## src/vdp_types_pkg.sv

```systemverilog
/*
 * Width types shared by the VDP blocks.
 * Covers beam position, copper program words and register file fields.
 */
package vdp_types_pkg;

    // beam position
    typedef logic [10:0] raster_x_t;
    typedef logic [9:0]  raster_y_t;

    // copper program memory
    typedef logic [10:0] copper_addr_t;
    typedef logic [15:0] copper_word_t;

    // VDP register file
    typedef logic [5:0]  vdp_reg_addr_t;
    typedef logic [15:0] vdp_reg_data_t;

endpackage

```

## src/raster_timer.sv

```systemverilog
`timescale 1ns/1ps

/*
 * Beam position generator: column counts every cycle, line advances
 * when the column wraps. Frame size comes from H_TOTAL and V_TOTAL.
 */
module raster_timer #(
    parameter int H_TOTAL = 800,
    parameter int V_TOTAL = 525
) (
    input  logic                     clk,
    input  logic                     rst_n,
    output vdp_types_pkg::raster_x_t raster_x,
    output vdp_types_pkg::raster_y_t raster_y
);

    localparam vdp_types_pkg::raster_x_t X_LAST = vdp_types_pkg::raster_x_t'(H_TOTAL - 1);
    localparam vdp_types_pkg::raster_y_t Y_LAST = vdp_types_pkg::raster_y_t'(V_TOTAL - 1);

    logic line_end;

    assign line_end = (raster_x == X_LAST);

    always_ff @(posedge clk or negedge rst_n) begin
        if (!rst_n) begin
            raster_x <= '0;
            raster_y <= '0;
        end else begin
            if (line_end) begin
                raster_x <= '0;
                // next line, wrapping at the frame end
                if (raster_y == Y_LAST) begin
                    raster_y <= '0;
                end else begin
                    raster_y <= raster_y + 10'd1;
                end
            end else begin
                raster_x <= raster_x + 11'd1;
            end
        end
    end

endmodule

```

## config.mk

```make
export PLATFORM = sky130hd
export DESIGN_NAME = raster_timer
export DESIGN_NICKNAME = d
export VERILOG_FILES = /design/src/vdp_types_pkg.sv /design/src/raster_timer.sv
export SDC_FILE = /design/constraint.sdc
export NUM_CORES = 1
export LEC_CHECK = 0
export BUFFER_PORTS_ARGS = -buffer_cell sky130_fd_sc_hd__buf_2
export CORE_MARGIN = 4
export CORE_UTILIZATION = 47
export DETAILED_ROUTE_END_ITERATION = 8
export GPL_TIMING_DRIVEN = 0
export PLACE_DENSITY = 0.73
export SYNTH_ARGS = -nofsm -noshare
export SYNTH_HDL_FRONTEND = slang
export SYNTH_SLANG_ARGS = --single-unit
```

## constraint.sdc

```tcl
create_clock -name clk -period 1.89 [get_ports clk]
set_input_delay 0.2835 -clock clk [delete_from_list [all_inputs] [get_ports clk]]
set_output_delay 0.2835 -clock clk [all_outputs]
set_load 0.005 [all_outputs]
```

==> flow_summary.yaml <==
grt:
  grt_usage_pct: 16.6
  grt_pass1_vias: 780
  overflow: 0
  grtUsageMet3_pct: 2.41
  grt_max_degree: 22
  grt_pass1_wl_um: 3470
  use_met1_pct: 20.3
  globalRoute.busiestLayer: "met2"
  antenna_found_initial: 0
  grt_use_met2_pct: 27.8
detailed_routing:
  postRouteAntennaNets: 0
  routed_via_density: 5.43
  vias: 874
  drtPass1Iterations: 4
  routedWlPerCell_um: 14.3
  first_iter_violations: 9
  finalWirelength_um: 2300
  drc_errors: 0
yosys:
  yosys-top-cells-count: "dfrtp_1 (21), nand2_1 (7), nand3_1 (7), nand4_1 (7)"
  syn_nets: 107
  netlist-cell-type-count: 29
  yosys_register_bits: 21
  synth_seq_area_share_pct: 50.7
  yosys-top-cells-area: "dfrtp_1 (51%), xnor2_1 (5.1%), nand4_1 (4.2%)"
  synth_most_common_cell: "dfrtp_1"
  synth-edff-count: 0
  syn_inst: 102
  synth_top_area_share_pct: 50.7
  synth_area_um2: 1040
  yosys_warnings: 0
  synth_ff_type: "dfrtp_1"
  async_reset_ff_share_pct: 100
  syn_avg_cell_area_um2: 10.2
  synth.largest_area_cell: "dfrtp_1"
sta:
  period_needed_ns: 1.85
  drv_slew: 0
  setup_violations: 0
  tns_ns: 0
  hold_viol: 0
  worstMarginPinSlew_ns: 0.467
  slew_headroom_pct: 68.9
  clock_skew_ns: 0.00134
  finalCritPeriodShare_pct: 97.8
  fmax_mhz: 541
cells_and_area:
  utilization_pct: 64.5
  regArea_um2: 528
  final_layout_size_suffix_gt1_share_pct: 32.1
  area.growth.synth_to_final_pct: 26.0
  fin_nets: 140
  finalNonFillerCells: 161
  diodes: 0
  multi_input_area_um2: 526
  design_area_um2: 1310
  nFillCells: 179
critical_path:
  cp_common_cell: "buf_4"
  crit_required_ns: 2.09
  path_cells: "or3_4 -> buf_4 -> buf_4 -> nor4_2 -> nand3_1 -> xnor2_1"
  r2r_slack_ns: 0.04
  critPathMaxFanout: 4
  r2r_cells: 6
  cp_data_arrival_time_ns: 2.05
  endpoint_kind: "flop"
  slowest_delay_ns: 0.43
  worstSetupPathType: "flop to flop"
  critPathSlowestCell: "dfrtp_1"
  startpoint_type: "flop"
clock_network:
  insertion_delay_ns: 0.30
  clock_sinks: 21
  htreeDepth: 1
  clockRootBuffer: "clkbuf_4"
  path_clk_slew_ns: 0.11
  clock_path_buffers: 2
  cts_buffers: 3
  cts_tree: "done"
floorplan:
  die_w_um: 55.0
  fp.dieH_um: 55.0
  io_pins: 23
  core_um2: 2020
  start_util_pct: 51.2
  num_rows: 16
  die_area_um2: 3020
pwr:
  ir_drop_v: 0.000301
  powerDensity_nw_per_um2: 518
  total_leakage_power_nw: 0.639
placed_design:
  dp_cells: 151
  gp_congestion: 0.833
  port_buffers: 22
  dpl.hpwl_um: 1550
  dpl_cell_area_um2: 1180
outcome:
  status: "finished clean"
worst_hold_path:
  hp-class: "primary input to asynchronous set/reset pin"
job:
  max_cap_viol_count: 0
## layout make-up
class	count	share of cell area [%]
Multi-Input combinational cell	75	40.3
Timing Repair Buffer	30	13.2
Buffer	1	0.575
Sequential cell	21	40.5
Inverter	3	0.863
Tap cell	27	2.59
Clock buffer	4	2.01
## metrics by stage
stage | hold WS, ns | power [mW] | setup WS, ns
global placement | 0.257 | 0.467 | -0.142
detailed placement | 0.263 | 0.468 | -0.229
CTS | 0.459 | 0.686 | 0.0106
floorplan | -0.0121 | 0.458 | 0.00944
finish | 0.451 | 0.676 | 0.0418
global route | 0.473 | 0.706 | -0.0230
## path summary, 6_finish.rpt
kind,start,endpoint
max in group asynchronous,rst_n,raster_y[0]$_DFFE_PN0N_
hold / removal,rst_n,raster_x[7]$_DFF_PN0_
min in group clk,raster_y[8]$_DFFE_PN0N_,raster_y[8]$_DFFE_PN0N_
hold reg to reg,raster_y[8]$_DFFE_PN0N_,raster_y[8]$_DFFE_PN0N_
setup reg to reg,raster_x[7]$_DFF_PN0_,raster_y[7]$_DFFE_PN0N_
setup / recovery,raster_x[7]$_DFF_PN0_,raster_y[7]$_DFFE_PN0N_
## placed cells by master (no fill, tap or decap), types with 2 or more instances in the layout
cell / instances
a21oi_1: 3
and2_1: 2
and3_1: 3
and4_1: 2
buf_2: 22
buf_4: 7
clkbuf_4: 4
dfrtp_1: 19
dfrtp_2: 2
ha_1: 2
inv_1: 3
nand2_1: 7
nand3_1: 7
nand4_1: 7
nor2_1: 5
nor2b_1: 2
o21ai_0: 6
or3_1: 2
or4_4: 2
xnor2_1: 6
xor2_1: 5
## registers in the layout, indices dropped and copies added (netlist names)
signal    flops
raster_y     10
raster_x     11
## report_power, final
group / switching (mW) / internal, mW / total (mW) / leakage (nW)
clock network: 0.134 / 0.0824 / 0.216 / 0.0150
registers: 0 / 0.449 / 0.449 / 0.277
logic: 0.00854 / 0.00209 / 0.0106 / 0.347
## worst max-delay path: cells and delay by family, from the launching register on
kind	cells	cell delay (ns)
XOR/XNOR	1	0.14
flip-flops	1	0.43
AND/OR/NAND/NOR	3	0.91
buffers and inverters	2	0.27
## cell families (layout without fill, tap and decap cells)
family | count (synthesis) | in the layout | share of synthesized area, %
buffers and inverters | 6 | 38 | 2.17
flip-flops | 21 | 21 | 50.7
multiplexers | 1 | 1 | 0.966
AO/OA/AOI/OAI | 13 | 13 | 7.25
AND/OR/NAND/NOR | 47 | 47 | 26.0
XOR/XNOR | 11 | 11 | 9.30
adder cells (fa/ha/maj) | 3 | 3 | 3.62
## repair_timing
item,CTS,global route
endpoints found under the setup margin,7,4
hold buffers,1,0
setup buffers,4,3
endpoints found under the hold margin,21,0
pin swaps,2,4
gates resized for setup,3,9
## layer usage
layer / wire (um) / up-vias
li1: - / 431
met1: 1030 / 425
met2: 1170 / 14
met3: 70 / 4
met4: 36 / 0
met5: 0 / -
(Power assumes the default switching activity.)
