==> src/vdp_types_pkg.sv <==
/*
 * Width types shared by the VDP blocks.
 * Covers beam position, copper program words and register file fields.
 */
package vdp_types_pkg;

    // beam position
    typedef logic [10:0] raster_x_t;
    typedef logic [9:0]  raster_y_t;

    // copper program memory
    typedef logic [10:0] copper_addr_t;
    typedef logic [15:0] copper_word_t;

    // VDP register file
    typedef logic [5:0]  vdp_reg_addr_t;
    typedef logic [15:0] vdp_reg_data_t;

endpackage

==> src/vdp_reg_file.sv <==
`timescale 1ns/1ps

/*
 * VDP control register storage, 64 x 16 bits.
 * Written by the copper, read back by the host without latency.
 */
module vdp_reg_file (
    input  logic                         clk,
    input  logic                         rst_n,
    input  vdp_types_pkg::vdp_reg_addr_t reg_write_address,
    input  vdp_types_pkg::vdp_reg_data_t reg_write_data,
    input  logic                         reg_write_en,
    input  vdp_types_pkg::vdp_reg_addr_t reg_read_address,
    output vdp_types_pkg::vdp_reg_data_t reg_read_data
);

    localparam int REG_COUNT = 64;

    vdp_types_pkg::vdp_reg_data_t regs [REG_COUNT];

    // registers come up cleared
    always_ff @(posedge clk or negedge rst_n) begin
        if (!rst_n) begin
            regs <= '{default: '0};
        end else if (reg_write_en) begin
            regs[reg_write_address] <= reg_write_data;
        end
    end

    // host read back
    assign reg_read_data = regs[reg_read_address];

endmodule

==> config.mk <==
export PLATFORM = sky130hd
export DESIGN_NAME = vdp_reg_file
export DESIGN_NICKNAME = d
export VERILOG_FILES = /design/src/vdp_types_pkg.sv /design/src/vdp_reg_file.sv
export SDC_FILE = /design/constraint.sdc
export NUM_CORES = 1
export LEC_CHECK = 0
export BUFFER_PORTS_ARGS = -buffer_cell sky130_fd_sc_hd__buf_4
export CAP_MARGIN = 10
export CORE_AREA = 4 4 402 404
export CTS_BUF_LIST = sky130_fd_sc_hd__clkbuf_4 sky130_fd_sc_hd__clkbuf_8
export DETAILED_ROUTE_END_ITERATION = 12
export DIE_AREA = 0 0 406 408
export PLACE_DENSITY = 0.54
export SETUP_SLACK_MARGIN = 0.1
export SYNTH_ARGS = -nofsm -noshare
export SYNTH_HDL_FRONTEND = slang
export SYNTH_SLANG_ARGS = --single-unit
==> constraint.sdc <==
create_clock -name clk -period 1.83 [get_ports clk]
set_input_delay 0.2745 -clock clk [delete_from_list [all_inputs] [get_ports clk]]
set_output_delay 0.2745 -clock clk [all_outputs]
set_load 0.05 [all_outputs]
==> results of run 1 <==
## synthesized netlist by cell type, types with 2 or more instances
master	count	area share [%]
a22oi_1	75	1.2
nor2b_1	7	0.093
nand2b_1	3	0.040
mux2_2	1087	26
buf_4	40	0.64
nand4_1	21	0.28
nor3b_2	2	0.053
nand2_1	42	0.33
nand2_2	16	0.21
o22ai_1	22	0.29
mux2_1	3	0.072
or3b_1	2	0.037
clkbuf_1	123	0.98
dfrtp_1	1024	54
and2_1	5	0.066
nor2_4	13	0.31
buf_2	74	0.79
nor2_1	32	0.25
mux4_2	223	11
and4_1	5	0.093
nand3_4	3	0.11
nand3b_1	3	0.048
mux2i_1	23	0.49
nand3_1	38	0.40
and3_1	2	0.027
buf_6	34	0.81
nor3_1	12	0.13
buf_1	18	0.14
a221oi_1	11	0.20
nor2_2	36	0.48
and2b_1	2	0.032
o31ai_1	11	0.18
a21oi_1	4	0.042
## power groups by stage
stage                     combinational, W  clock [W]  sequential, W
after floorplan                    0.00562          0         0.0269
after global placement             0.00827          0         0.0274
after detailed placement           0.00841          0         0.0275
after CTS                          0.00873     0.0242         0.0271
after global routing               0.00934     0.0252         0.0274
final                              0.00864     0.0235         0.0271
## layer usage
metal	share of wire, %	track usage (%)	wire, µm
met1	48	24.3	65400
met2	46	25.2	61600
met3	4.2	2.97	5620
met4	1.9	4.24	2510
met5	0	0	0
## worst register-to-register path: stages (launching register included)
cell	delay (ns)
dfrtp_1	0.39
buf_4	0.13
mux2_2	0.24
## worst max-delay path by stage
| stage | endpoint | start |
|---|---|---|
| after CTS | reg_read_data[12] | regs[652] |
| after floorplan | reg_read_data[2] | reg_read_address[0] |
| final | reg_read_data[12] | regs[652] |
| after detailed placement | reg_read_data[8] | reg_read_address[0] |
| after global routing | reg_read_data[12] | regs[652] |
| after global placement | reg_read_data[8] | reg_read_address[0] |
## through the flow
stage                     std cells  util [%]  hold WS, ns
after floorplan                3024         -      -0.0211
after global placement         5231      33.8        0.132
after detailed placement       5231      33.8        0.129
after CTS                      5570      36.8       0.0526
after global routing           5572      36.9        0.103
final                          5575      36.9        0.142
## repair_timing
action	in CTS	in global routing
gates resized for setup	112	23
setup buffers	2	1
hold buffers	12	0
endpoints found under the setup margin	16	16
hold endpoints to repair	1354	0
pin swaps	49	21
## layout make-up
| cell class | instances | area [µm²] | area share (%) |
|---|---|---|---|
| multi-input cells | 1710 | 20600 | 35.4 |
| well taps | 2072 | 2590 | 4.45 |
| clock inverters | 29 | 338 | 0.580 |
| diodes | 4 | 10.0 | 0.0172 |
| clock buffers | 296 | 3750 | 6.45 |
| inverters | 1 | 5.00 | 0.00859 |
| flip-flops and latches | 1024 | 25600 | 44.0 |
| repair buffers | 439 | 5300 | 9.10 |
## placed cells by master (no fill, tap or decap), drive strengths merged, types with 5 or more instances in the layout
cell type	netlist	final
dfrtp	1024	1024
clkbuf	123	297
o31ai	11	11
inv	0	9
a221oi	11	11
mux2	1090	1090
nor2b	8	8
dlygate4sd3	0	12
a22oi	75	75
clkinv	1	13
and2	6	6
nand2	58	58
and4	5	5
nand3	41	41
nand4	22	22
buf	166	426
mux4	223	223
o22ai	22	22
mux2i	23	23
bufinv	0	5
nor3	13	13
nor2	81	81
## logic make-up after synthesis
family	Yosys count	synth area share (%)
multiplexers	1336	37.2
AND/OR/NAND/NOR	251	3.15
buffers and inverters	290	3.37
AO/OA/AOI/OAI	123	1.91
flip-flops	1024	54.4
==> reports/metrics.csv, run 1 <==
stage,metric,value,unit
global_routing,grt.total_usage,16.5,%
timing,finalMaxSlewViolations,0,
clock_tree,cts.sinks,1024,
setup_path,rrSetupSlack,0.95,ns
setup_path,path_buf_inv,2,
routing,vias,27819,
finish,reg_top3,regs (1024),
synth,synthesis.area,0.0471,mm²
clock_tree,clk_path_buf_depth,3,
routing,ant_nets,0,
setup_path,crit_cells,7,
finish,fillers,15044,
routing,drt_iter0_markers,1471,
floorplanning,die_h,408,µm
setup_path,worstReg2RegStart,regs[153],
setup_path,path_max_fanout,2,
floorplanning,core-area,0.158,mm²
place,place_area,0.0534,mm²
finish,areaGrowthSynthToFinish,23.6,%
power_and_ir_drop,cellLeakagePower,26.3,nW
synth,synthArstFlopShare,100,%
synth,syn_nets,3055,
timing,hold_viol_final,0,
routing,avgViaCountPerCell,4.99,
setup_path,cp_top_family,multiplexers,
global_routing,antenna_found_initial,2,
min_path,hold_class,in2reg,
finish,stdcell_area,0.0583,mm²
setup_path,crit_type,reg2out,
power_and_ir_drop,p_clk_share,39.7,%
routing,finalWirelength,135,mm
clock_tree,cts.clk_slew.worst_paths,0.06,ns
timing,fin_ws,-1.14,ns
clock_tree,htreeDepth,4,
place,pre_cts_slack,-1.03,ns
timing,post-route-period-util,162,%
setup_path,cp.required,1.56,ns
global_routing,grt_pass1_wl,205,mm
min_path,min_from,reg_write_data[14],
power_and_ir_drop,swShare,25.4,%
power_and_ir_drop,vdd_ir_drop_max,0.790,mV
global_routing,overflow,0,
clock_tree,cts_inserted_buffers,180,
place,place.gp.congestion,0.777,
place,post-dp-hpwl,89.2,mm
timing,layout_min_cycle_time,2.97,ns
setup_path,cp_slowest_cell,mux4_2,
power_and_ir_drop,pwr-share-seq,45.7,%
global_routing,grt_pass1_vias,29801,
timing,rsz0062_at_grt,true,
timing,fin_tns_setup,-16.97,ns
floorplanning,dieWidth,406,µm
global_routing,grt_max_degree,65,
clock_tree,clk_latency,0.86,ns
synth,synth-seq-cells,1024,
finish,nNetsFinal,3387,
timing,worst_pin_slew,1.01,ns
setup_path,path_cells,mux4_2 -> a22oi_2 -> nand3_2 -> buf_12 -> o31ai_4 -> nor2_4 -> buf_6,
synth,synthFlopType,dfrtp_1,
setup_path,r2r_cells,2,
floorplanning,fp-row-count,146,
finish,drive_gt1_share,64.1,%
synth,seq_area_frac_synth,54.4,%
job,max_cap_viol_count,0,
timing,worst_clock_skew,0,ns
synth,synth.avg_cell_area,15.6,µm²
outcome,failed_checks,setup timing,
power_and_ir_drop,p_total,0.0593,W
timing,timing.slew.headroom,32.6,%
routing,wl_per_cell,24.2,µm
floorplanning,start_util,29.9,%
min_path,hold_end,regs[1022],
floorplanning,pin_count,47,
synth,synthDistinctLibCells,41,
power_and_ir_drop,internal_power,0.0442,W
routing,drt_first_pass_iters,5,
setup_path,slowest_delay,0.47,ns
place,port_buffers,46,
min_path,min_path_cells,2,
setup_path,critPathLaunchType,flop,
synth,syn_inst,3024,
timing,setup_viol,16,
outcome,status,finished with violations,
clock_tree,cts_tree,done,
clock_tree,cts_root_buf,clkbuf_8,
setup_path,timing.rr.end,regs[153],
synth,synth_warnings,0,
power_and_ir_drop,p_per_area,1020,mW/mm²
finish,largest_reg_flops,1024,
power_and_ir_drop,power.switching,0.0151,W
finish,regMostFlops,regs,
routing,drc_errors,0,
power_and_ir_drop,power_frac_comb,14.6,%
floorplanning,dieArea,0.166,mm²
setup_path,end_kind,output pin,
setup_path,arrival,2.70,ns
synth,synth_edf_count,0,
timing,max_freq,0.337,GHz
(Power assumes the default switching activity.)
==> run 2, diff against run 1 <==
--- a/config.mk
+++ b/config.mk
@@ -5,12 +5,14 @@
 export SDC_FILE = /design/constraint.sdc
 export NUM_CORES = 1
 export LEC_CHECK = 0
+export ABC_AREA = 1
 export BUFFER_PORTS_ARGS = -buffer_cell sky130_fd_sc_hd__buf_4
 export CAP_MARGIN = 10
-export CORE_AREA = 4 4 402 404
+export CORE_AREA = 4 4 398 400
 export CTS_BUF_LIST = sky130_fd_sc_hd__clkbuf_4 sky130_fd_sc_hd__clkbuf_8
+export CTS_CLUSTER_DIAMETER = 120
 export DETAILED_ROUTE_END_ITERATION = 12
-export DIE_AREA = 0 0 406 408
+export DIE_AREA = 0 0 402 404
 export PLACE_DENSITY = 0.54
 export SETUP_SLACK_MARGIN = 0.1
 export SYNTH_ARGS = -nofsm -noshare
==> run 2 against run 1 <==
  * The flow still finishes with violations (setup timing)
  * Synthesized cell count is 94% higher
  * Sequential share of layout area rose by 0.17 points
  * Die area is 2.0% lower
  * Clock power decreased by 8%
  * Worst hold slack got worse by 0.029 ns
  * Largest cell class unchanged
==> reports/metrics.csv, run 2 <==
stage,metric,value,unit,change
synth,synth_commonest_cells,"nand2_1, dfrtp_1, o21ai_0",,"was mux2_2, dfrtp_1, mux4_2"
place,post-dp-hpwl,99.0,mm,was 89.2 mm
floorplanning,die_h,404,µm,was 408 µm
finish,largest_reg_flops,1024,,unchanged
synth,synth.most_common_cell,nand2_1,,was mux2_2
timing,post-route-period-util,141,%,was 162%
timing,finalMaxSlewViolations,0,,unchanged
global_routing,antenna_found_initial,3,,was 2
clock_tree,cts_tree,done,,unchanged
timing,worst_pin_slew,0.581,ns,was 1.01 ns
synth,synth-xor-area-share,0,%,unchanged
finish,nNetsFinal,6024,,was 3387
floorplanning,dieArea,0.162,mm²,was 0.166 mm²
outcome,status,finished with violations,,unchanged
timing,fin_tns_setup,-10.64,ns,was -16.97 ns
place,place.gp.congestion,0.849,,was 0.777
routing,wl_per_cell,19.3,µm,was 24.2 µm
synth,synthTopCellsByArea,"dfrtp_1, nand2_1, o21ai_0",,"was dfrtp_1, mux2_2, mux4_2"
place,place_area,0.0523,mm²,was 0.0534 mm²
finish,reg_top3,regs (1024),,unchanged
min_path,hold_class,in2reg,,unchanged
global_routing,grt.total_usage,19.4,%,was 16.5%
setup_path,end_kind,output pin,,unchanged
synth,synthArstFlopShare,100,%,unchanged
setup_path,path_max_fanout,2,,unchanged
clock_tree,htreeDepth,4,,unchanged
finish,stdcell_area,0.0580,mm²,was 0.0583 mm²
setup_path,cp.required,1.56,ns,about the same
routing,vias,40734,,was 27819
setup_path,cp_common_cell,nand3_4,,
synth,synthesis.area,0.0462,mm²,was 0.0471 mm²
finish,regArea,0.0256,mm²,unchanged
finish,fin_util,37.4,%,was 36.9%
timing,hold_viol_final,0,,unchanged
power_and_ir_drop,internal_power,0.0410,W,was 0.0442 W
timing,max_freq,0.388,GHz,was 0.337 GHz
finish,fillers,16030,,was 15044
floorplanning,start_util,29.8,%,was 29.9%
timing,worst_clock_skew,0,ns,unchanged
setup_path,cp_slowest_cell,dfrtp_1,,was mux4_2
power_and_ir_drop,p_clk_share,37.5,%,was 39.7%
timing,setup_viol,16,,unchanged
synth,synth.top_cell.area_share,55.5,%,was 54.4%
finish,drive_gt1_share,17.4,%,was 64.1%
setup_path,r2r_cells,4,,was 2
clock_tree,clk_path_buf_depth,3,,unchanged
routing,avgViaCountPerCell,4.98,,was 4.99
routing,finalWirelength,157,mm,was 135 mm
timing,rsz0062_at_grt,true,,unchanged
routing,drt_first_pass_iters,6,,was 5
min_path,min_path_cells,5,,was 2
synth,synthDistinctLibCells,13,,was 41
setup_path,slowest_delay,0.38,ns,was 0.47 ns
power_and_ir_drop,vdd_ir_drop_max,0.731,mV,was 0.790 mV
power_and_ir_drop,p_per_area,995,mW/mm²,was 1020 mW/mm²
synth,synth-compound-area-share,11.1,%,was 1.91%
floorplanning,dieWidth,402,µm,was 406 µm
synth,synth_top_family_by_area,simple AND/OR/NAND/NOR gates,,was multiplexers
routing,drt_iter0_markers,4030,,was 1471
finish,multiInputGateArea,0.0203,mm²,was 0.0206 mm²
finish,layout.cells.non_filler,8176,,was 5575
synth,seq_area_frac_synth,55.5,%,was 54.4%
setup_path,path_cells,nand2_1 -> nand3_2 -> nand3_4 -> nand2_2 -> nand2_2 -> nand3_4 -> nand3_4 -> buf_6 -> nand2_4 -> buf_8,,was mux4_2 -> a22oi_2 -> nand3_2 -> buf_12 -> o31ai_4 -> nor2_4 -> buf_6
synth,synth-seq-cells,1024,,unchanged
power_and_ir_drop,p_total,0.0577,W,was 0.0593 W
synth,synth.avg_cell_area,7.89,µm²,was 15.6 µm²
routing,ant_nets,0,,unchanged
floorplanning,core-area,0.155,mm²,was 0.158 mm²
clock_tree,cts.sinks,1024,,unchanged
synth,synth_adder_area_share,0,%,unchanged
clock_tree,cts.clk_slew.worst_paths,0.06,ns,about the same
global_routing,grt_max_degree,76,,was 65
job,max_cap_viol_count,0,,unchanged
finish,regMostFlops,regs,,unchanged
setup_path,arrival,2.30,ns,was 2.70 ns
global_routing,grt_pass1_vias,39915,,was 29801
clock_tree,cts_inserted_buffers,177,,was 180
timing,timing.slew.headroom,61.2,%,was 32.6%
finish,most-common-layout-cells,"nand2_1, o21ai_0, dfrtp_1",,"was mux2_2, dfrtp_1, buf_4"
synth,syn_inst,5853,,was 3024
place,port_buffers,46,,unchanged
synth,synth_edf_count,0,,unchanged
timing,layout_min_cycle_time,2.58,ns,was 2.97 ns
timing,fin_ws,-0.746,ns,was -1.14 ns
routing,drc_errors,0,,unchanged
clock_tree,clk_latency,0.89,ns,was 0.86 ns
floorplanning,pin_count,47,,unchanged
synth,syn_nets,5884,,was 3055
setup_path,crit_type,reg2out,,unchanged
synth,synthFlopType,dfrtp_1,,unchanged
power_and_ir_drop,pwr-share-seq,47.2,%,was 45.7%
place,dp.cells,7831,,was 5231
power_and_ir_drop,swShare,29.0,%,was 25.4%
synth,yosys.area_share.simple,28.9,%,was 3.15%
synth,synth.area.mux_share,0,%,was 37.2%
setup_path,critPathLaunchType,flop,,unchanged
finish,areaGrowthSynthToFinish,25.6,%,was 23.6%
power_and_ir_drop,power.switching,0.0167,W,was 0.0151 W
outcome,failed_checks,setup timing,,unchanged
synth,synth_warnings,0,,unchanged
global_routing,overflow,0,,unchanged
synth,synth_top_area_cell,dfrtp_1,,unchanged
power_and_ir_drop,cellLeakagePower,26.6,nW,was 26.3 nW
global_routing,grt_pass1_wl,247,mm,was 205 mm
finish,final_common_cell,nand2_1,,was mux2_2
clock_tree,cts_root_buf,clkbuf_8,,unchanged
floorplanning,fp-row-count,145,,was 146
power_and_ir_drop,power_frac_comb,15.3,%,was 14.6%
## run 2: routing by layer
layer | GRT usage [%] | share of wire (%) | vias to the layer above
li1 | - | - | 19444
met1 | 27.3 | 46 | 19941
met2 | 30.7 | 46 | 1127
met3 | 3.14 | 5.7 | 222
met4 | 6.07 | 2.7 | 0
met5 | 0 | 0 | -
## run 2: path summary, 6_finish.rpt
| path | from | to | slack [ns] |
|---|---|---|---|
| max | regs[515] | reg_read_data[3] | -0.75 |
| min | reg_write_address[5] | regs[697] | 0.11 |
| max reg2reg | regs[481] | regs[481] | 0.90 |
| min reg2reg | regs[813] | regs[813] | 0.48 |
| max in group asynchronous | rst_n | regs[763] | 1.13 |
| min in group asynchronous | rst_n | regs[164] | 0.15 |
## run 2: layout make-up
class	instances	share of cell area (%)
Timing Repair Buffer	470	10.0
Sequential cell	1024	44.2
Clock inverter	31	0.477
Antenna cell	3	0.0129
Clock buffer	270	5.76
Multi-Input combinational cell	4293	34.9
Inverter	27	0.220
Tap cell	2058	4.44
## run 2: critical path, delay by kind of cell, from the launching register on
family                 cells  cell delay, ns
flip-flops                 1            0.38
AND/OR/NAND/NOR            8            0.76
buffers and inverters      2            0.28
## run 2: kinds of logic (layout without fill, tap and decap cells)
logic type / count (synthesis) / count (layout)
DFF: 1024 / 1024
buffers and inverters: 536 / 798
and+or+nand+nor: 3269 / 3269
AOI/OAI and AO/OA: 1024 / 1024
other: 0 / 3
## run 2: per-stage QoR
step	setup WS, ns	hold slack, ns
6_report	-0.746	0.114
3_5_place_dp	-0.745	0.225
3_3_place_gp	-0.748	0.222
5_1_grt	-0.876	0.135
2_1_floorplan	0.0882	-0.0211
4_1_cts	-0.806	0.0482
## run 2: timing repair
item	in CTS	in global routing
hold buffers	18	0
endpoints found under the hold margin	1913	0
pin swaps	49	134
resized for setup	225	153
endpoints found under the setup margin	16	16
setup buffers	2	21
## run 2: power groups by stage
| stage | clock, W | combinational (W) | sequential, W |
|---|---|---|---|
| floorplan | 0 | 0.00502 | 0.0271 |
| global route | 0.0233 | 0.0100 | 0.0275 |
| finish | 0.0216 | 0.00886 | 0.0272 |
| global placement | 0 | 0.00802 | 0.0275 |
| detailed placement | 0 | 0.00818 | 0.0275 |
| CTS | 0.0222 | 0.00860 | 0.0272 |
