$ cat src/copper_isa_pkg.sv
/*
 * Copper instruction set encodings and FSM states.
 * The opcode sits in bits 15..14 of every instruction word.
 */
package copper_isa_pkg;

    // opcode, instruction bits 15..14
    typedef enum logic [1:0] {
        op_set_target       = 2'd0,
        op_write_compressed = 2'd1,
        op_write_reg        = 2'd2,
        op_jump             = 2'd3
    } copper_op_t;

    // register write batch size, instruction bits 13..12
    typedef enum logic [1:0] {
        inc_batch_1   = 2'd0,
        inc_batch_2   = 2'd1,
        inc_batch_4   = 2'd2,
        inc_reserved  = 2'd3
    } write_inc_mode_t;

    // copper sequencer states
    typedef enum logic [1:0] {
        op_fetch    = 2'd0,
        data_fetch  = 2'd1,
        raster_wait = 2'd2
    } copper_state_t;

endpackage

$ cat src/vdp_types_pkg.sv
/*
 * Width types shared by the VDP blocks.
 * Covers beam position, copper program words and register file fields.
 */
package vdp_types_pkg;

    // beam position
    typedef logic [10:0] raster_x_t;
    typedef logic [9:0]  raster_y_t;

    // copper program memory
    typedef logic [10:0] copper_addr_t;
    typedef logic [15:0] copper_word_t;

    // VDP register file
    typedef logic [5:0]  vdp_reg_addr_t;
    typedef logic [15:0] vdp_reg_data_t;

endpackage

$ cat src/vdp_copper.sv
`timescale 1ns/1ps

/*
 * Copper coprocessor. Fetches instructions from copper RAM at pc and
 * writes VDP registers, optionally waiting for a beam position first.
 * Held at pc 0 with no writes while enable is low.
 */
module vdp_copper (
    input  logic                         clk,
    input  logic                         rst_n,
    input  logic                         enable,
    input  vdp_types_pkg::raster_x_t     raster_x,
    input  vdp_types_pkg::raster_y_t     raster_y,
    output vdp_types_pkg::copper_addr_t  ram_read_address,
    input  vdp_types_pkg::copper_word_t  ram_read_data,
    output vdp_types_pkg::vdp_reg_addr_t reg_write_address,
    output vdp_types_pkg::vdp_reg_data_t reg_write_data,
    output logic                         reg_write_en
);

    // sequencer state
    vdp_types_pkg::copper_addr_t   pc;
    copper_isa_pkg::copper_state_t state;
    logic                          write_pulse;
    logic                          resume_data;

    // raster target
    vdp_types_pkg::raster_x_t target_x;
    vdp_types_pkg::raster_y_t target_y;
    logic                     target_hit;

    // decoded fields of the word at pc
    copper_isa_pkg::copper_op_t      op;
    logic                            tgt_wait;
    logic                            tgt_select;
    logic [10:0]                     tgt_value;
    copper_isa_pkg::write_inc_mode_t wr_inc_mode;
    logic                            wr_auto_wait;
    logic [4:0]                      wr_batch_count;
    vdp_types_pkg::vdp_reg_addr_t    wr_base_reg;
    logic                            cmp_next_line;
    logic [4:0]                      cmp_data;
    vdp_types_pkg::vdp_reg_addr_t    cmp_reg;
    vdp_types_pkg::copper_addr_t     jump_target;

    // register write fields latched from the header
    vdp_types_pkg::vdp_reg_addr_t    base_reg_q;
    logic [4:0]                      batch_count_q;
    logic                            auto_wait_q;
    copper_isa_pkg::write_inc_mode_t inc_mode_q;
    logic [1:0]                      word_count_q;

    logic [1:0] reg_offset;
    logic       batch_done;

    assign ram_read_address = pc;
    assign target_hit = (raster_x == target_x) && (raster_y == target_y);

    // field layout
    //   set target  oo-w svvv vvvv vvvv
    //   write reg   ooii ynnn nnrr rrrr
    //   compressed  oo-- yddd ddrr rrrr
    //   jump        oo-- -aaa aaaa aaaa
    assign op             = copper_isa_pkg::copper_op_t'(ram_read_data[15:14]);
    assign tgt_wait       = ram_read_data[12];
    assign tgt_select     = ram_read_data[11];
    assign tgt_value      = ram_read_data[10:0];
    assign wr_inc_mode    = copper_isa_pkg::write_inc_mode_t'(ram_read_data[13:12]);
    assign wr_auto_wait   = ram_read_data[11];
    assign wr_batch_count = ram_read_data[10:6];
    assign wr_base_reg    = ram_read_data[5:0];
    assign cmp_next_line  = ram_read_data[11];
    assign cmp_data       = ram_read_data[10:6];
    assign cmp_reg        = ram_read_data[5:0];
    assign jump_target    = ram_read_data[10:0];

    // register offset within the batch and end of batch
    always_comb begin
        case (inc_mode_q)
            copper_isa_pkg::inc_batch_2: begin
                reg_offset = word_count_q & 2'b01;
                batch_done = word_count_q[0];
            end
            copper_isa_pkg::inc_batch_4: begin
                reg_offset = word_count_q;
                batch_done = (word_count_q == 2'b11);
            end
            // reserved mode runs as single-register batches
            default: begin
                reg_offset = 2'b00;
                batch_done = 1'b1;
            end
        endcase
    end

    always_ff @(posedge clk or negedge rst_n) begin
        if (!rst_n) begin
            pc            <= '0;
            state         <= copper_isa_pkg::op_fetch;
            write_pulse   <= 1'b0;
            resume_data   <= 1'b0;
            target_x      <= '0;
            target_y      <= '0;
            base_reg_q    <= '0;
            batch_count_q <= '0;
            auto_wait_q   <= 1'b0;
            inc_mode_q    <= copper_isa_pkg::inc_batch_1;
            word_count_q  <= '0;
        end else if (!enable) begin
            // disabled copper sits at the program start
            pc          <= '0;
            state       <= copper_isa_pkg::op_fetch;
            write_pulse <= 1'b0;
        end else begin
            write_pulse <= 1'b0;

            case (state)
                copper_isa_pkg::op_fetch: begin
                    case (op)
                        copper_isa_pkg::op_set_target: begin
                            if (tgt_select) begin
                                target_y <= tgt_value[9:0];
                            end else begin
                                target_x <= tgt_value;
                            end
                            // pc stays put while waiting, advances on the hit
                            if (tgt_wait) begin
                                resume_data <= 1'b0;
                                state       <= copper_isa_pkg::raster_wait;
                            end else begin
                                pc <= pc + 11'd1;
                            end
                        end
                        copper_isa_pkg::op_write_compressed: begin
                            write_pulse <= 1'b1;
                            if (cmp_next_line) begin
                                target_y <= raster_y + 10'd1;
                            end
                            pc <= pc + 11'd1;
                        end
                        copper_isa_pkg::op_write_reg: begin
                            base_reg_q    <= wr_base_reg;
                            batch_count_q <= wr_batch_count;
                            auto_wait_q   <= wr_auto_wait;
                            inc_mode_q    <= wr_inc_mode;
                            word_count_q  <= '0;
                            state         <= copper_isa_pkg::data_fetch;
                            pc            <= pc + 11'd1;
                        end
                        default: begin
                            pc <= jump_target;
                        end
                    endcase
                end

                copper_isa_pkg::data_fetch: begin
                    write_pulse  <= 1'b1;
                    word_count_q <= word_count_q + 2'd1;

                    if (!batch_done) begin
                        pc <= pc + 11'd1;
                    end else if (batch_count_q == 5'd0) begin
                        // last batch written
                        state <= copper_isa_pkg::op_fetch;
                        pc    <= pc + 11'd1;
                    end else begin
                        batch_count_q <= batch_count_q - 5'd1;
                        if (auto_wait_q) begin
                            target_y    <= raster_y + 10'd1;
                            resume_data <= 1'b1;
                            state       <= copper_isa_pkg::raster_wait;
                        end else begin
                            pc <= pc + 11'd1;
                        end
                    end
                end

                default: begin
                    if (target_hit) begin
                        if (resume_data) begin
                            state <= copper_isa_pkg::data_fetch;
                        end else begin
                            state <= copper_isa_pkg::op_fetch;
                        end
                        pc <= pc + 11'd1;
                    end
                end
            endcase
        end
    end

    // write address and data, qualified by write_pulse
    always_ff @(posedge clk) begin
        if (state == copper_isa_pkg::op_fetch && op == copper_isa_pkg::op_write_compressed) begin
            reg_write_address <= cmp_reg;
            reg_write_data    <= vdp_types_pkg::vdp_reg_data_t'(cmp_data);
        end else if (state == copper_isa_pkg::data_fetch) begin
            reg_write_address <= base_reg_q + vdp_types_pkg::vdp_reg_addr_t'(reg_offset);
            reg_write_data    <= ram_read_data;
        end
    end

    // a pending pulse is dropped as soon as enable falls
    assign reg_write_en = write_pulse && enable;

endmodule

$ cat config.mk
export PLATFORM = sky130hd
export DESIGN_NAME = vdp_copper
export DESIGN_NICKNAME = d
export VERILOG_FILES = /design/src/copper_isa_pkg.sv /design/src/vdp_types_pkg.sv /design/src/vdp_copper.sv
export SDC_FILE = /design/constraint.sdc
export NUM_CORES = 1
export LEC_CHECK = 0
export ABC_AREA = 1
export BUFFER_PORTS_ARGS = -buffer_cell sky130_fd_sc_hd__clkbuf_2
export CORE_MARGIN = 2
export CORE_UTILIZATION = 40
export CTS_CLUSTER_DIAMETER = 150
export DETAILED_ROUTE_END_ITERATION = 16
export HOLD_SLACK_MARGIN = 0.06
export PLACE_DENSITY = 0.64
export SYNTH_ARGS = -nofsm -noshare
export SYNTH_HDL_FRONTEND = slang
export SYNTH_SLANG_ARGS = --single-unit
export TNS_END_PERCENT = 20
$ cat constraint.sdc
create_clock -name clk -period 2.4 [get_ports clk]
set_input_delay 0.48 -clock clk [delete_from_list [all_inputs] [get_ports clk]]
set_output_delay 0.48 -clock clk [all_outputs]
set_load 0.1 [all_outputs]
==> results.md, run 1 <==
* Status: finished clean
* Row count at 37
* Die width at 108 um
* Clock skew at 0.00762 ns
* Port bufs at 73
* CTS Hold Bufs at 0
* Die area at 11600 um2
* Sequential cell area at 1850 um2
* DRC at 0
* Most frequent cells in the layout: nand2_1 (172), clkbuf_2 (73), inv_1 (72)
* Initial antenna violation count at 0
* Share of post-route cells with drive strength above 1 at 18.1%
* First-pass iteration count of the detailed router at 5
* Clock transition at path regs at 0.08 ns
* #FFs+latches synth at 74
* Bufs and invs on worst path at 2
* WL/cell at 13.9 um
* Endpoints failing setup at 0
* Critical path's largest stage delay at 0.39 ns
* P&R area growth vs syn at 15.9%
* N_diodes at 0
* Placed inst area at 4800 um2
* Via count at 3976
* CTS root buffer: clkbuf_8
* Final min period at 2.10 ns
* Number of vias per cell at 4.97
* Critical path peak fanout at 3
* Post-route clock period utilization at 87.5%
* Sink Count at 74
* WP data required at 2.50 ns
* Crit path kind: reg -> reg
* Clk Latency, worst-skew pair at 0.35 ns
* Yosys warns at 0
* Largest net degree at the start of global routing at 53
* CP endpoint kind: flip-flop
* Post-Syn Instances at 586
* Max cap viols at 0
* Initial core utilization at 41.6%
* Syn Nets at 636
* Avg Cell Area, Syn at 7.35 um2
* Commonest non-fill, non-tap cell in the layout: nand2_1
* Top delay family on crit path: adder cells
* Initial DRC count at 270
* Fill cells at 1075
* Fin. max-slew vios at 0
* Setup bufs post-CTS at 0
* Cts repair resizes at 0
* LEAKAGE at 0.00253 uW
* CP cell instances: inv_1 -> ha_1 -> a21oi_1 -> ha_1 -> inv_1 -> fa_1 -> nor2_1 -> xnor2_1 -> o21ai_0
* Die H at 108 um
* Power Density at 1140 nW/um2
* RSZ-0062 raised after global routing: false
* Routed Antenna Nets at 0
* CP max stage cell: fa_1
* Seq/Total Area, Yosys at 43.0%
* CTS tree: done
* Setup total negative slack at 0 ns
* Final hold vios at 0
* H-tree depth at 3
* Tot GR Track Use at 20.2%
* Worst Path Arrival at 2.20 ns
* Top Ports at 74
* Final net count at 709
* Synth cell types at 37
* First-pass GRT wire length at 18200 um
* RD Place Congestion at 0.854
* Crit start category: flip-flop
* Multi-input gate area at 2040 um2
* TritonCTS buffer count at 9
* DRT Wirelength at 11100 um
* Worst Hold Class: in -> async
* Max Buffers Root-to-Sink at 2
* F_max at 476 MHz
* Maximum vdd drop at 0.822 mV
* Post-DP HPWL at 8250 um
* Total congestion overflow at 0
* Slew HR at 63.1%
* Worst-Margin Slew at 0.555 ns
* Core outline area at 10400 um2
* Synthesized area at 4310 um2
* Design area at 4990 um2
* Vias in the first global route at 3716
-- synth_stat cells --
cell / count / area share, %
xor2_1: 6 / 1.2
dfrtp_1: 52 / 30
o22ai_1: 3 / 0.44
buf_2: 9 / 1.0
o211ai_1: 2 / 0.35
nor2_1: 45 / 3.9
ha_1: 9 / 2.6
o211ai_2: 1 / 0.29
nor3_2: 1 / 0.23
nor2_2: 3 / 0.44
nand2_1: 172 / 15
o21bai_2: 1 / 0.26
nand3_4: 1 / 0.41
nor2_4: 3 / 0.78
edfxtp_1: 11 / 7.7
nand3b_1: 1 / 0.17
nand4_1: 4 / 0.58
o21ai_0: 65 / 7.5
nand2_2: 2 / 0.29
a21oi_1: 35 / 4.1
o31ai_1: 2 / 0.35
clkbuf_1: 4 / 0.35
buf_6: 4 / 1.0
inv_2: 10 / 0.87
o21bai_1: 1 / 0.17
inv_1: 72 / 6.3
dfxtp_1: 11 / 5.1
nand2_4: 1 / 0.26
nand3_1: 30 / 3.5
a211oi_1: 2 / 0.35
a21o_1: 1 / 0.17
a31oi_1: 1 / 0.15
o21ai_2: 2 / 0.41
fa_1: 1 / 0.46
nand3_2: 3 / 0.70
o21ai_1: 8 / 0.93
xnor2_1: 7 / 1.4
-- power by group --
part	leakage [uW]	internal, uW	total, uW	switching (uW)
registers	0.000857	1720	2030	313
clock network	0.0000982	510	971	461
logic	0.00158	611	2710	2100
total	0.00253	2840	5720	2880
-- kinds of logic (layout without fill, tap and decap cells) --
group / after synthesis / after routing / share of synthesized area, %
adders and majority gates: 10 / 10 / 3.08
xor gates and xnor gates: 13 / 13 / 2.64
and+or+nand+nor: 266 / 266 / 26.2
AOI/OAI and AO/OA: 124 / 124 / 15.5
DFF: 74 / 74 / 43.0
buffers and inverters: 99 / 177 / 9.58
-- routing by layer --
metal / global-route usage (%) / share of wire [%] / vias to the layer above
met5: 0 / 0 / -
met4: 6.32 / 1.3 / 0
met3: 3.09 / 4.3 / 12
met2: 33.3 / 47 / 92
met1: 27.2 / 47 / 1855
li1: - / - / 2017
-- through the flow --
step / std cells / worst slack [ns] / total power [uW] / utilization [%] / hold slack, ns
6_report: 800 / 0.299 / 5720 / 48.2 / 0.121
5_1_grt: 800 / 0.110 / 6090 / 48.2 / 0.142
4_1_cts: 800 / 0.287 / 5750 / 48.2 / 0.127
3_5_place_dp: 784 / 0.308 / 4770 / 46.3 / 0.491
3_3_place_gp: 784 / 0.364 / 4710 / 46.3 / 0.477
2_1_floorplan: 586 / 0.429 / 4250 / - / 0.184
-- path summary, 6_finish.rpt --
check                                     startpoint                              end  slack [ns]  depth (start not counted)
hold / removal                                 rst_n          target_x[2]$_DFFE_PN0P_        0.12                          2
hold reg to reg              target_x[1]$_DFFE_PN0P_          target_x[1]$_DFFE_PN0P_        0.51                          2
setup / recovery           inc_mode_q[0]$_DFFE_PN0P_   reg_write_address[4]$_DFFE_PN_        0.30                          9
max in group asynchronous                      rst_n  ram_read_address[6]$_DFFE_PN0P_        2.03                          2
setup reg to reg           inc_mode_q[0]$_DFFE_PN0P_   reg_write_address[4]$_DFFE_PN_        0.30                          9
min in group clk                   ram_read_data[13]  reg_write_data[13]$_SDFFE_PP0P_        0.37                          3
-- sequential cells by signal, summed over array words and instances (netlist names), 5 cells and up --
register	count
reg_write_data	16
ram_read_address	11
base_reg_q	6
reg_write_address	6
target_y	10
target_x	11
batch_count_q	5
-- final cells by class --
class | count | share of cell area (%)
well taps | 136 | 3.41
repair buffers | 79 | 8.47
clock inverters | 4 | 1.03
multi-input cells | 413 | 40.9
inverters | 82 | 6.16
flip-flops and latches | 74 | 37.1
clock buffers | 12 | 2.91
Note: power is estimated with default switching activity, not from simulation.
==> inputs of run 2 (changes only) <==
Settings changed: ABC_AREA 1 to default, CAP_MARGIN from default to 20.
==> run 2 against run 1 <==
- flip-flop and latch count stayed put
- fmax decreased by 4.9%
- clock power up 10%
- via count is 13% lower
- sequential share of layout area decreased by 0.34 points
- register-to-register slack worse by 0.11 ns
- die area is 0.75% lower
- global-route usage shrank 0.14 points
- largest cell class unchanged
- largest power group is now registers
==> results.md, run 2 <==
* Cts repair resizes at 0 (unchanged)
* RSZ-0062 raised after global routing: false
* Post-Syn Instances at 427 (-27%)
* Routed Antenna Nets at 0 (unchanged)
* R2R Path End: reg_write_address[4]$_DFFE_PN_
* Row count at 37 (unchanged)
* Critical path peak fanout at 3 (unchanged)
* Status: finished clean
* CTS Hold Bufs at 0 (unchanged)
* Final net count at 560 (-21%)
* Synth cell types at 66 (+78%)
* WP data required at 2.50 ns (about the same)
* Worst Path Arrival at 2.31 ns (+0.11 ns)
* Setup total negative slack at 0 ns (unchanged)
* TritonCTS buffer count at 9 (unchanged)
* CP cell instances: inv_1 -> ha_1 -> nor3b_2 -> ha_1 -> inv_1 -> fa_1 -> nor2_1 -> xnor2_1 -> o21ai_1
* Crit start category: flip-flop
* First-pass iteration count of the detailed router at 4 (-1)
* Post-synth top area share at 30.4% (+0.24 points)
* Via count at 3449 (-13%)
* Synth area leaders: dfrtp_1 (30%), edfxtp_1 (7.7%), mux2_2 (6.8%)
* Met1 GRT Util at 27.2% (about the same)
* Clock skew at 0.0119 ns (+0.00429 ns)
* Worst Hold Class: in -> async
* Power Density at 859 nW/um2 (-25%)
* Critical path's largest stage delay at 0.39 ns (about the same)
* Reg2reg start: inc_mode_q[0]$_DFFE_PN0P_
* Area leader, netlist: dfrtp_1
* Synth Flop Type: dfrtp_1
* Avg Cell Area, Syn at 10.0 um2 (+36%)
* Largest net degree at the start of global routing at 33 (-38%)
* Maximum vdd drop at 0.360 mV (-56%)
* Post-synth top cells: nand2_1 (56), dfrtp_1 (52), o21ai_0 (30)
* Die H at 107 um (-0.38%)
* Max cap viols at 0 (unchanged)
* Most flop-heavy register: reg_write_data
* Vias in the first global route at 3408 (-8.3%)
* Port bufs at 73 (unchanged)
* WL/cell at 16.8 um (+21%)
* Seq/Total Area, Yosys at 43.3% (+0.34 points)
* Met2 usage in global routing at 32.3% (-0.96 points)
* Final min period at 2.21 ns (+0.108 ns)
* F_max at 453 MHz (-4.9%)
* LEAKAGE at 0.00218 uW (-14%)
* H-tree depth at 3 (unchanged)
* Post-synth EDFFs at 11 (unchanged)
* RD Place Congestion at 0.873 (+2.2%)
* Die width at 107 um (-0.38%)
* Placed inst area at 4830 um2 (+0.73%)
* Critical Path Start: inc_mode_q[0]$_DFFE_PN0P_
* Cell count after placement at 635 (-19%)
* Clock transition at path regs at 0.08 ns (about the same)
* Worst r2r path cells at 9 (unchanged)
* Most frequent cells in the layout: clkbuf_2 (73), nand2_1 (56), dfrtp_1 (50)
* #FFs+latches synth at 74 (unchanged)
* CTS root buffer: clkbuf_8
* FFs w/ async S/R, synth at 70.3% (unchanged)
* Design area at 5050 um2 (+1.1%)
* Final hold vios at 0 (unchanged)
* CP endpoint kind: flip-flop
* CTS tree: done
* P&R area growth vs syn at 18.0%
* Fin. max-slew vios at 0 (unchanged)
* Setup slack, reg-to-reg at 0.19 ns (-0.11 ns)
* N_diodes at 0 (unchanged)
* Initial core utilization at 41.2% (-0.33 points)
* Clk Latency, worst-skew pair at 0.37 ns (+0.02 ns)
* Number of vias per cell at 5.30 (+6.6%)
* Crit path to: reg_write_address[4]$_DFFE_PN_
* Met3 usage at 4.00% (+0.91 points)
* Share of post-route cells with drive strength above 1 at 29.7% (+12 points)
* DRC at 0 (unchanged)
* First-pass GRT wire length at 17600 um (-3.3%)
* Endpoints failing setup at 0 (unchanged)
* Worst-Margin Slew at 0.892 ns (+0.336 ns)
* Gr busiest metal: met2
* CP max stage cell: fa_1
* Tot GR Track Use at 20.0% (-0.14 points)
* Setup bufs post-CTS at 0 (unchanged)
* Slew HR at 40.5% (-23 points)
* Core outline area at 10400 um2 (unchanged)
* Initial antenna violation count at 0 (unchanged)
* Largest register FFs at 16 (unchanged)
* Total congestion overflow at 0 (unchanged)
* Yosys warns at 0 (unchanged)
* Syn Nets at 477 (-25%)
* Post-DP HPWL at 7870 um (-4.6%)
* Fin cells at 651 (-19%)
* Synthesized area at 4280 um2 (-0.78%)
* Fill cells at 971 (-9.7%)
* DRT Wirelength at 10900 um (-1.9%)
* Top-count cell post-synth: nand2_1
* Crit path kind: reg -> reg
* Commonest non-fill, non-tap cell in the layout: clkbuf_2
* Sink Count at 74 (unchanged)
* Top Ports at 74 (unchanged)
* Post-route clock period utilization at 92.0% (+4.5 points)
* Max Buffers Root-to-Sink at 2 (unchanged)
* Die area at 11500 um2 (-0.75%)
* Initial DRC count at 212 (-21%)
-- run 2: cell types whose count changed after synthesis, sizes merged, moves of 20 or more --
cell,delta
nor2,-32
mux2,+28
inv,-61
o21ai,-40
xor2,+20
nand2,-119
nand3,-23
-- run 2: how the worst min path moves through the flow --
stage	from	end	depth (start not counted)
2_1_floorplan	rst_n	auto_wait_q$_DFFE_PN0P_	0
6_report	rst_n	state[0]$_DFFE_PN0P_	1
5_1_grt	rst_n	base_reg_q[1]$_DFFE_PN0P_	1
3_5_place_dp	reg_write_data[5]$_SDFFE_PP0P_	reg_write_data[5]$_SDFFE_PP0P_	2
4_1_cts	rst_n	state[0]$_DFFE_PN0P_	1
3_3_place_gp	reg_write_data[10]$_SDFFE_PP0P_	reg_write_data[10]$_SDFFE_PP0P_	2
-- run 2: metrics by stage --
stage               hold slack [ns]  utilization, %  setup WS, ns  total power, uW
floorplan                     0.184               -         0.143             2940
global placement              0.442            46.6         0.244             3250
detailed placement            0.454            46.6         0.147             3290
CTS                           0.248            48.6         0.139             4360
global route                  0.281            48.7        0.0356             4570
finish                        0.227            48.7         0.191             4340
-- run 2: cell type report --
class / instances / area, um2 / share of cell area [%]
Sequential cell: 74 / 1850 / 36.7
Clock inverter: 6 / 81.3 / 1.61
Inverter: 21 / 78.8 / 1.56
Tap cell: 136 / 170 / 3.37
Timing Repair Buffer: 90 / 493 / 9.77
Clock buffer: 10 / 128 / 2.53
Multi-Input combinational cell: 314 / 2240 / 44.4
-- run 2: cells by family (layout without fill, tap and decap cells) --
logic type / Yosys count / after routing / share of synthesized area, %
AO/OA/AOI/OAI: 93 / 93 / 14.8
XOR/XNOR: 33 / 33 / 6.76
adder cells (fa/ha/maj): 10 / 10 / 3.10
buffers and inverters: 39 / 127 / 4.39
flip-flops: 74 / 74 / 43.3
multiplexers: 36 / 36 / 9.25
AND/OR/NAND/NOR: 142 / 142 / 18.4
-- run 2: power breakdown --
part           leakage [uW]  internal (uW)  switching (uW)  total [uW]
Sequential         0.000841           1550             215        1760
Clock              0.000105            579             494        1070
Combinational       0.00123            467            1030        1500
-- run 2: critical path: cells and delay by family, from the launching register on --
kind,cells,cell delay [ns]
adder cells (fa/ha/maj),3,0.92
XOR/XNOR,1,0.13
AO/OA/AOI/OAI,1,0.07
buffers and inverters,2,0.10
flip-flops,1,0.38
AND/OR/NAND/NOR,2,0.34
-- run 2: layer usage --
layer	up-vias	share of wire [%]	wire, um
met5	-	0	0
met4	0	1.8	199
met3	14	4.3	471
met2	78	47	5130
met1	1664	47	5120
li1	1693	-	-
==> inputs of run 3 (changes only) <==
Settings changed: PLACE_DENSITY 0.64 to 0.62.
==> run 3 against run 2 <==
- via count is 1.2% higher
- combinational power about the same
- first-iteration DRC count down 35%
- sequential share of layout area up 0.34 points
- die area stayed put
- clock power shrank 19%
- largest cell class unchanged
- register-to-register slack got worse by 0.04 ns
- worst hold slack worse by 0.10 ns
- critical path depth stayed put
- utilization decreased by 0.45 points
- clock skew is 0.00056 ns higher
==> results.md, run 3 (synthesized netlist as in run 2, its figures left out) <==
* Critical path peak fanout at 3 (unchanged)
* R2R Path End: reg_write_address[4]$_DFFE_PN_
* Crit path to: reg_write_address[4]$_DFFE_PN_
* WP data required at 2.50 ns (about the same)
* Post-route clock period utilization at 93.6% (+1.6 points)
* Commonest non-fill, non-tap cell in the layout: clkbuf_2
* Tot GR Track Use at 20.2% (+0.17 points)
* Final min period at 2.25 ns (+0.0379 ns)
* Most flop-heavy register: reg_write_data
* First-pass GRT wire length at 17800 um (+1.4%)
* Post-layout util at 48.2% (-0.45 points)
* Setup slack, reg-to-reg at 0.15 ns (-0.04 ns)
* Vias in the first global route at 3447 (+1.1%)
* Endpoints failing setup at 0 (unchanged)
* Cts repair resizes at 0 (unchanged)
* Total congestion overflow at 0 (unchanged)
* P&R area growth vs syn at 16.9%
* Initial antenna violation count at 0 (unchanged)
* Top Ports at 74 (unchanged)
* Clk Latency, worst-skew pair at 0.35 ns (-0.02 ns)
* WL/cell at 16.7 um (-0.61%)
* Post-DP HPWL at 8000 um (+1.7%)
* Setup ws final at 0.154 ns (-0.0379 ns)
* Die H at 107 um (unchanged)
* Die width at 107 um (unchanged)
* TritonCTS buffer count at 9 (unchanged)
* DRT Wirelength at 10800 um (-0.92%)
* Final net count at 558 (-0.36%)
* Row count at 37 (unchanged)
* Initial core utilization at 41.2% (unchanged)
* Most frequent cells in the layout: clkbuf_2 (73), nand2_1 (56), dfrtp_1 (50)
* Final hold vios at 0 (unchanged)
* Clock transition at path regs at 0.09 ns (about the same)
* Worst-Margin Slew at 0.629 ns (-0.263 ns)
* DRC at 0 (unchanged)
* Core outline area at 10400 um2 (unchanged)
* RD Place Congestion at 0.868 (-0.54%)
* Max cap viols at 0 (unchanged)
* Slew HR at 58.1% (+18 points)
* Largest net degree at the start of global routing at 31 (-6.1%)
* Max Buffers Root-to-Sink at 2 (unchanged)
* H-tree depth at 3 (unchanged)
* Crit start category: flip-flop
* RSZ-0062 raised after global routing: false
* Via count at 3489 (+1.2%)
* Sink Count at 74 (unchanged)
* Port bufs at 73 (unchanged)
* CTS tree: done
* Fin. max-slew vios at 0 (unchanged)
* Setup WS pre-CTS at 0.142 ns (-0.00457 ns)
* Clock skew at 0.0125 ns (+0.000560 ns)
* Setup total negative slack at 0 ns (unchanged)
* Setup bufs post-CTS at 0 (unchanged)
* Critical Path Start: inc_mode_q[0]$_DFFE_PN0P_
* Number of vias per cell at 5.38 (+1.5%)
* N_diodes at 0 (unchanged)
* CTS Hold Bufs at 0 (unchanged)
* Status: finished clean
* Initial DRC count at 138 (-35%)
* F_max at 445 MHz (-1.7%)
* Power Density at 827 nW/um2 (-3.8%)
* LEAKAGE at 0.00215 uW (-1.3%)
* Maximum vdd drop at 0.390 mV (+8.5%)
* Worst Path Arrival at 2.35 ns (+0.04 ns)
* Worst r2r path cells at 9 (unchanged)
* First-pass iteration count of the detailed router at 4 (unchanged)
* Crit path kind: reg -> reg
* CTS root buffer: clkbuf_8
* Reg2reg start: inc_mode_q[0]$_DFFE_PN0P_
* Share of post-route cells with drive strength above 1 at 29.6% (-0.079 points)
* CP endpoint kind: flip-flop
* Routed Antenna Nets at 0 (unchanged)
* Worst Hold Class: in -> async
* Largest register FFs at 16 (unchanged)
* Die area at 11500 um2 (unchanged)
[run 3: power breakdown]
part | total, uW | switching, uW | leakage [uW] | internal [uW]
registers | 1760 | 215 | 0.000841 | 1550
clock network | 871 | 494 | 0.0000827 | 377
logic | 1500 | 1040 | 0.00123 | 464
[run 3: worst min path at each step]
stage | start | end | slack [ns] | cells after the start
2_1_floorplan | rst_n | auto_wait_q$_DFFE_PN0P_ | 0.18 | 0
3_3_place_gp | reg_write_data[9]$_SDFFE_PP0P_ | reg_write_data[9]$_SDFFE_PP0P_ | 0.45 | 2
3_5_place_dp | reg_write_data[11]$_SDFFE_PP0P_ | reg_write_data[11]$_SDFFE_PP0P_ | 0.46 | 2
4_1_cts | rst_n | target_x[8]$_DFFE_PN0P_ | 0.14 | 1
5_1_grt | rst_n | target_x[8]$_DFFE_PN0P_ | 0.16 | 1
6_report | rst_n | target_x[8]$_DFFE_PN0P_ | 0.13 | 1
[run 3: worst max-delay path: stages (launching register included)]
cell and delay (ns):
dfrtp_1 0.38, inv_1 0.06, ha_1 0.33, nor3b_1 0.22, ha_1 0.21, inv_1 0.06
fa_1 0.39, nor2_1 0.15, xnor2_1 0.13, o21ai_1 0.07
[run 3: cell type report]
| type | count | area, um2 |
|---|---|---|
| Multi-Input combinational cell | 314 | 2240 |
| Clock inverter | 6 | 42.5 |
| Tap cell | 136 | 170 |
| Clock buffer | 10 | 128 |
| Inverter | 21 | 78.8 |
| Fill cell | 1000 | 5370 |
| Timing Repair Buffer | 88 | 490 |
| Sequential cell | 74 | 1850 |
[run 3: stage by stage]
| stage | instances | hold WS, ns | area, um2 | power [uW] |
|---|---|---|---|---|
| final | 649 | 0.125 | 5000 | 4130 |
| after global placement | 633 | 0.450 | 4830 | 3250 |
| after global routing | 649 | 0.164 | 5000 | 4390 |
| after CTS | 649 | 0.144 | 5000 | 4170 |
| after detailed placement | 633 | 0.457 | 4830 | 3290 |
| after floorplan | 427 | 0.184 | 4280 | 2940 |
[run 3: per-layer routing]
metal	track usage, %	routed length, um
met1	28.4	5090
met2	31.8	5020
met3	3.51	509
met4	6.23	199
met5	0	0
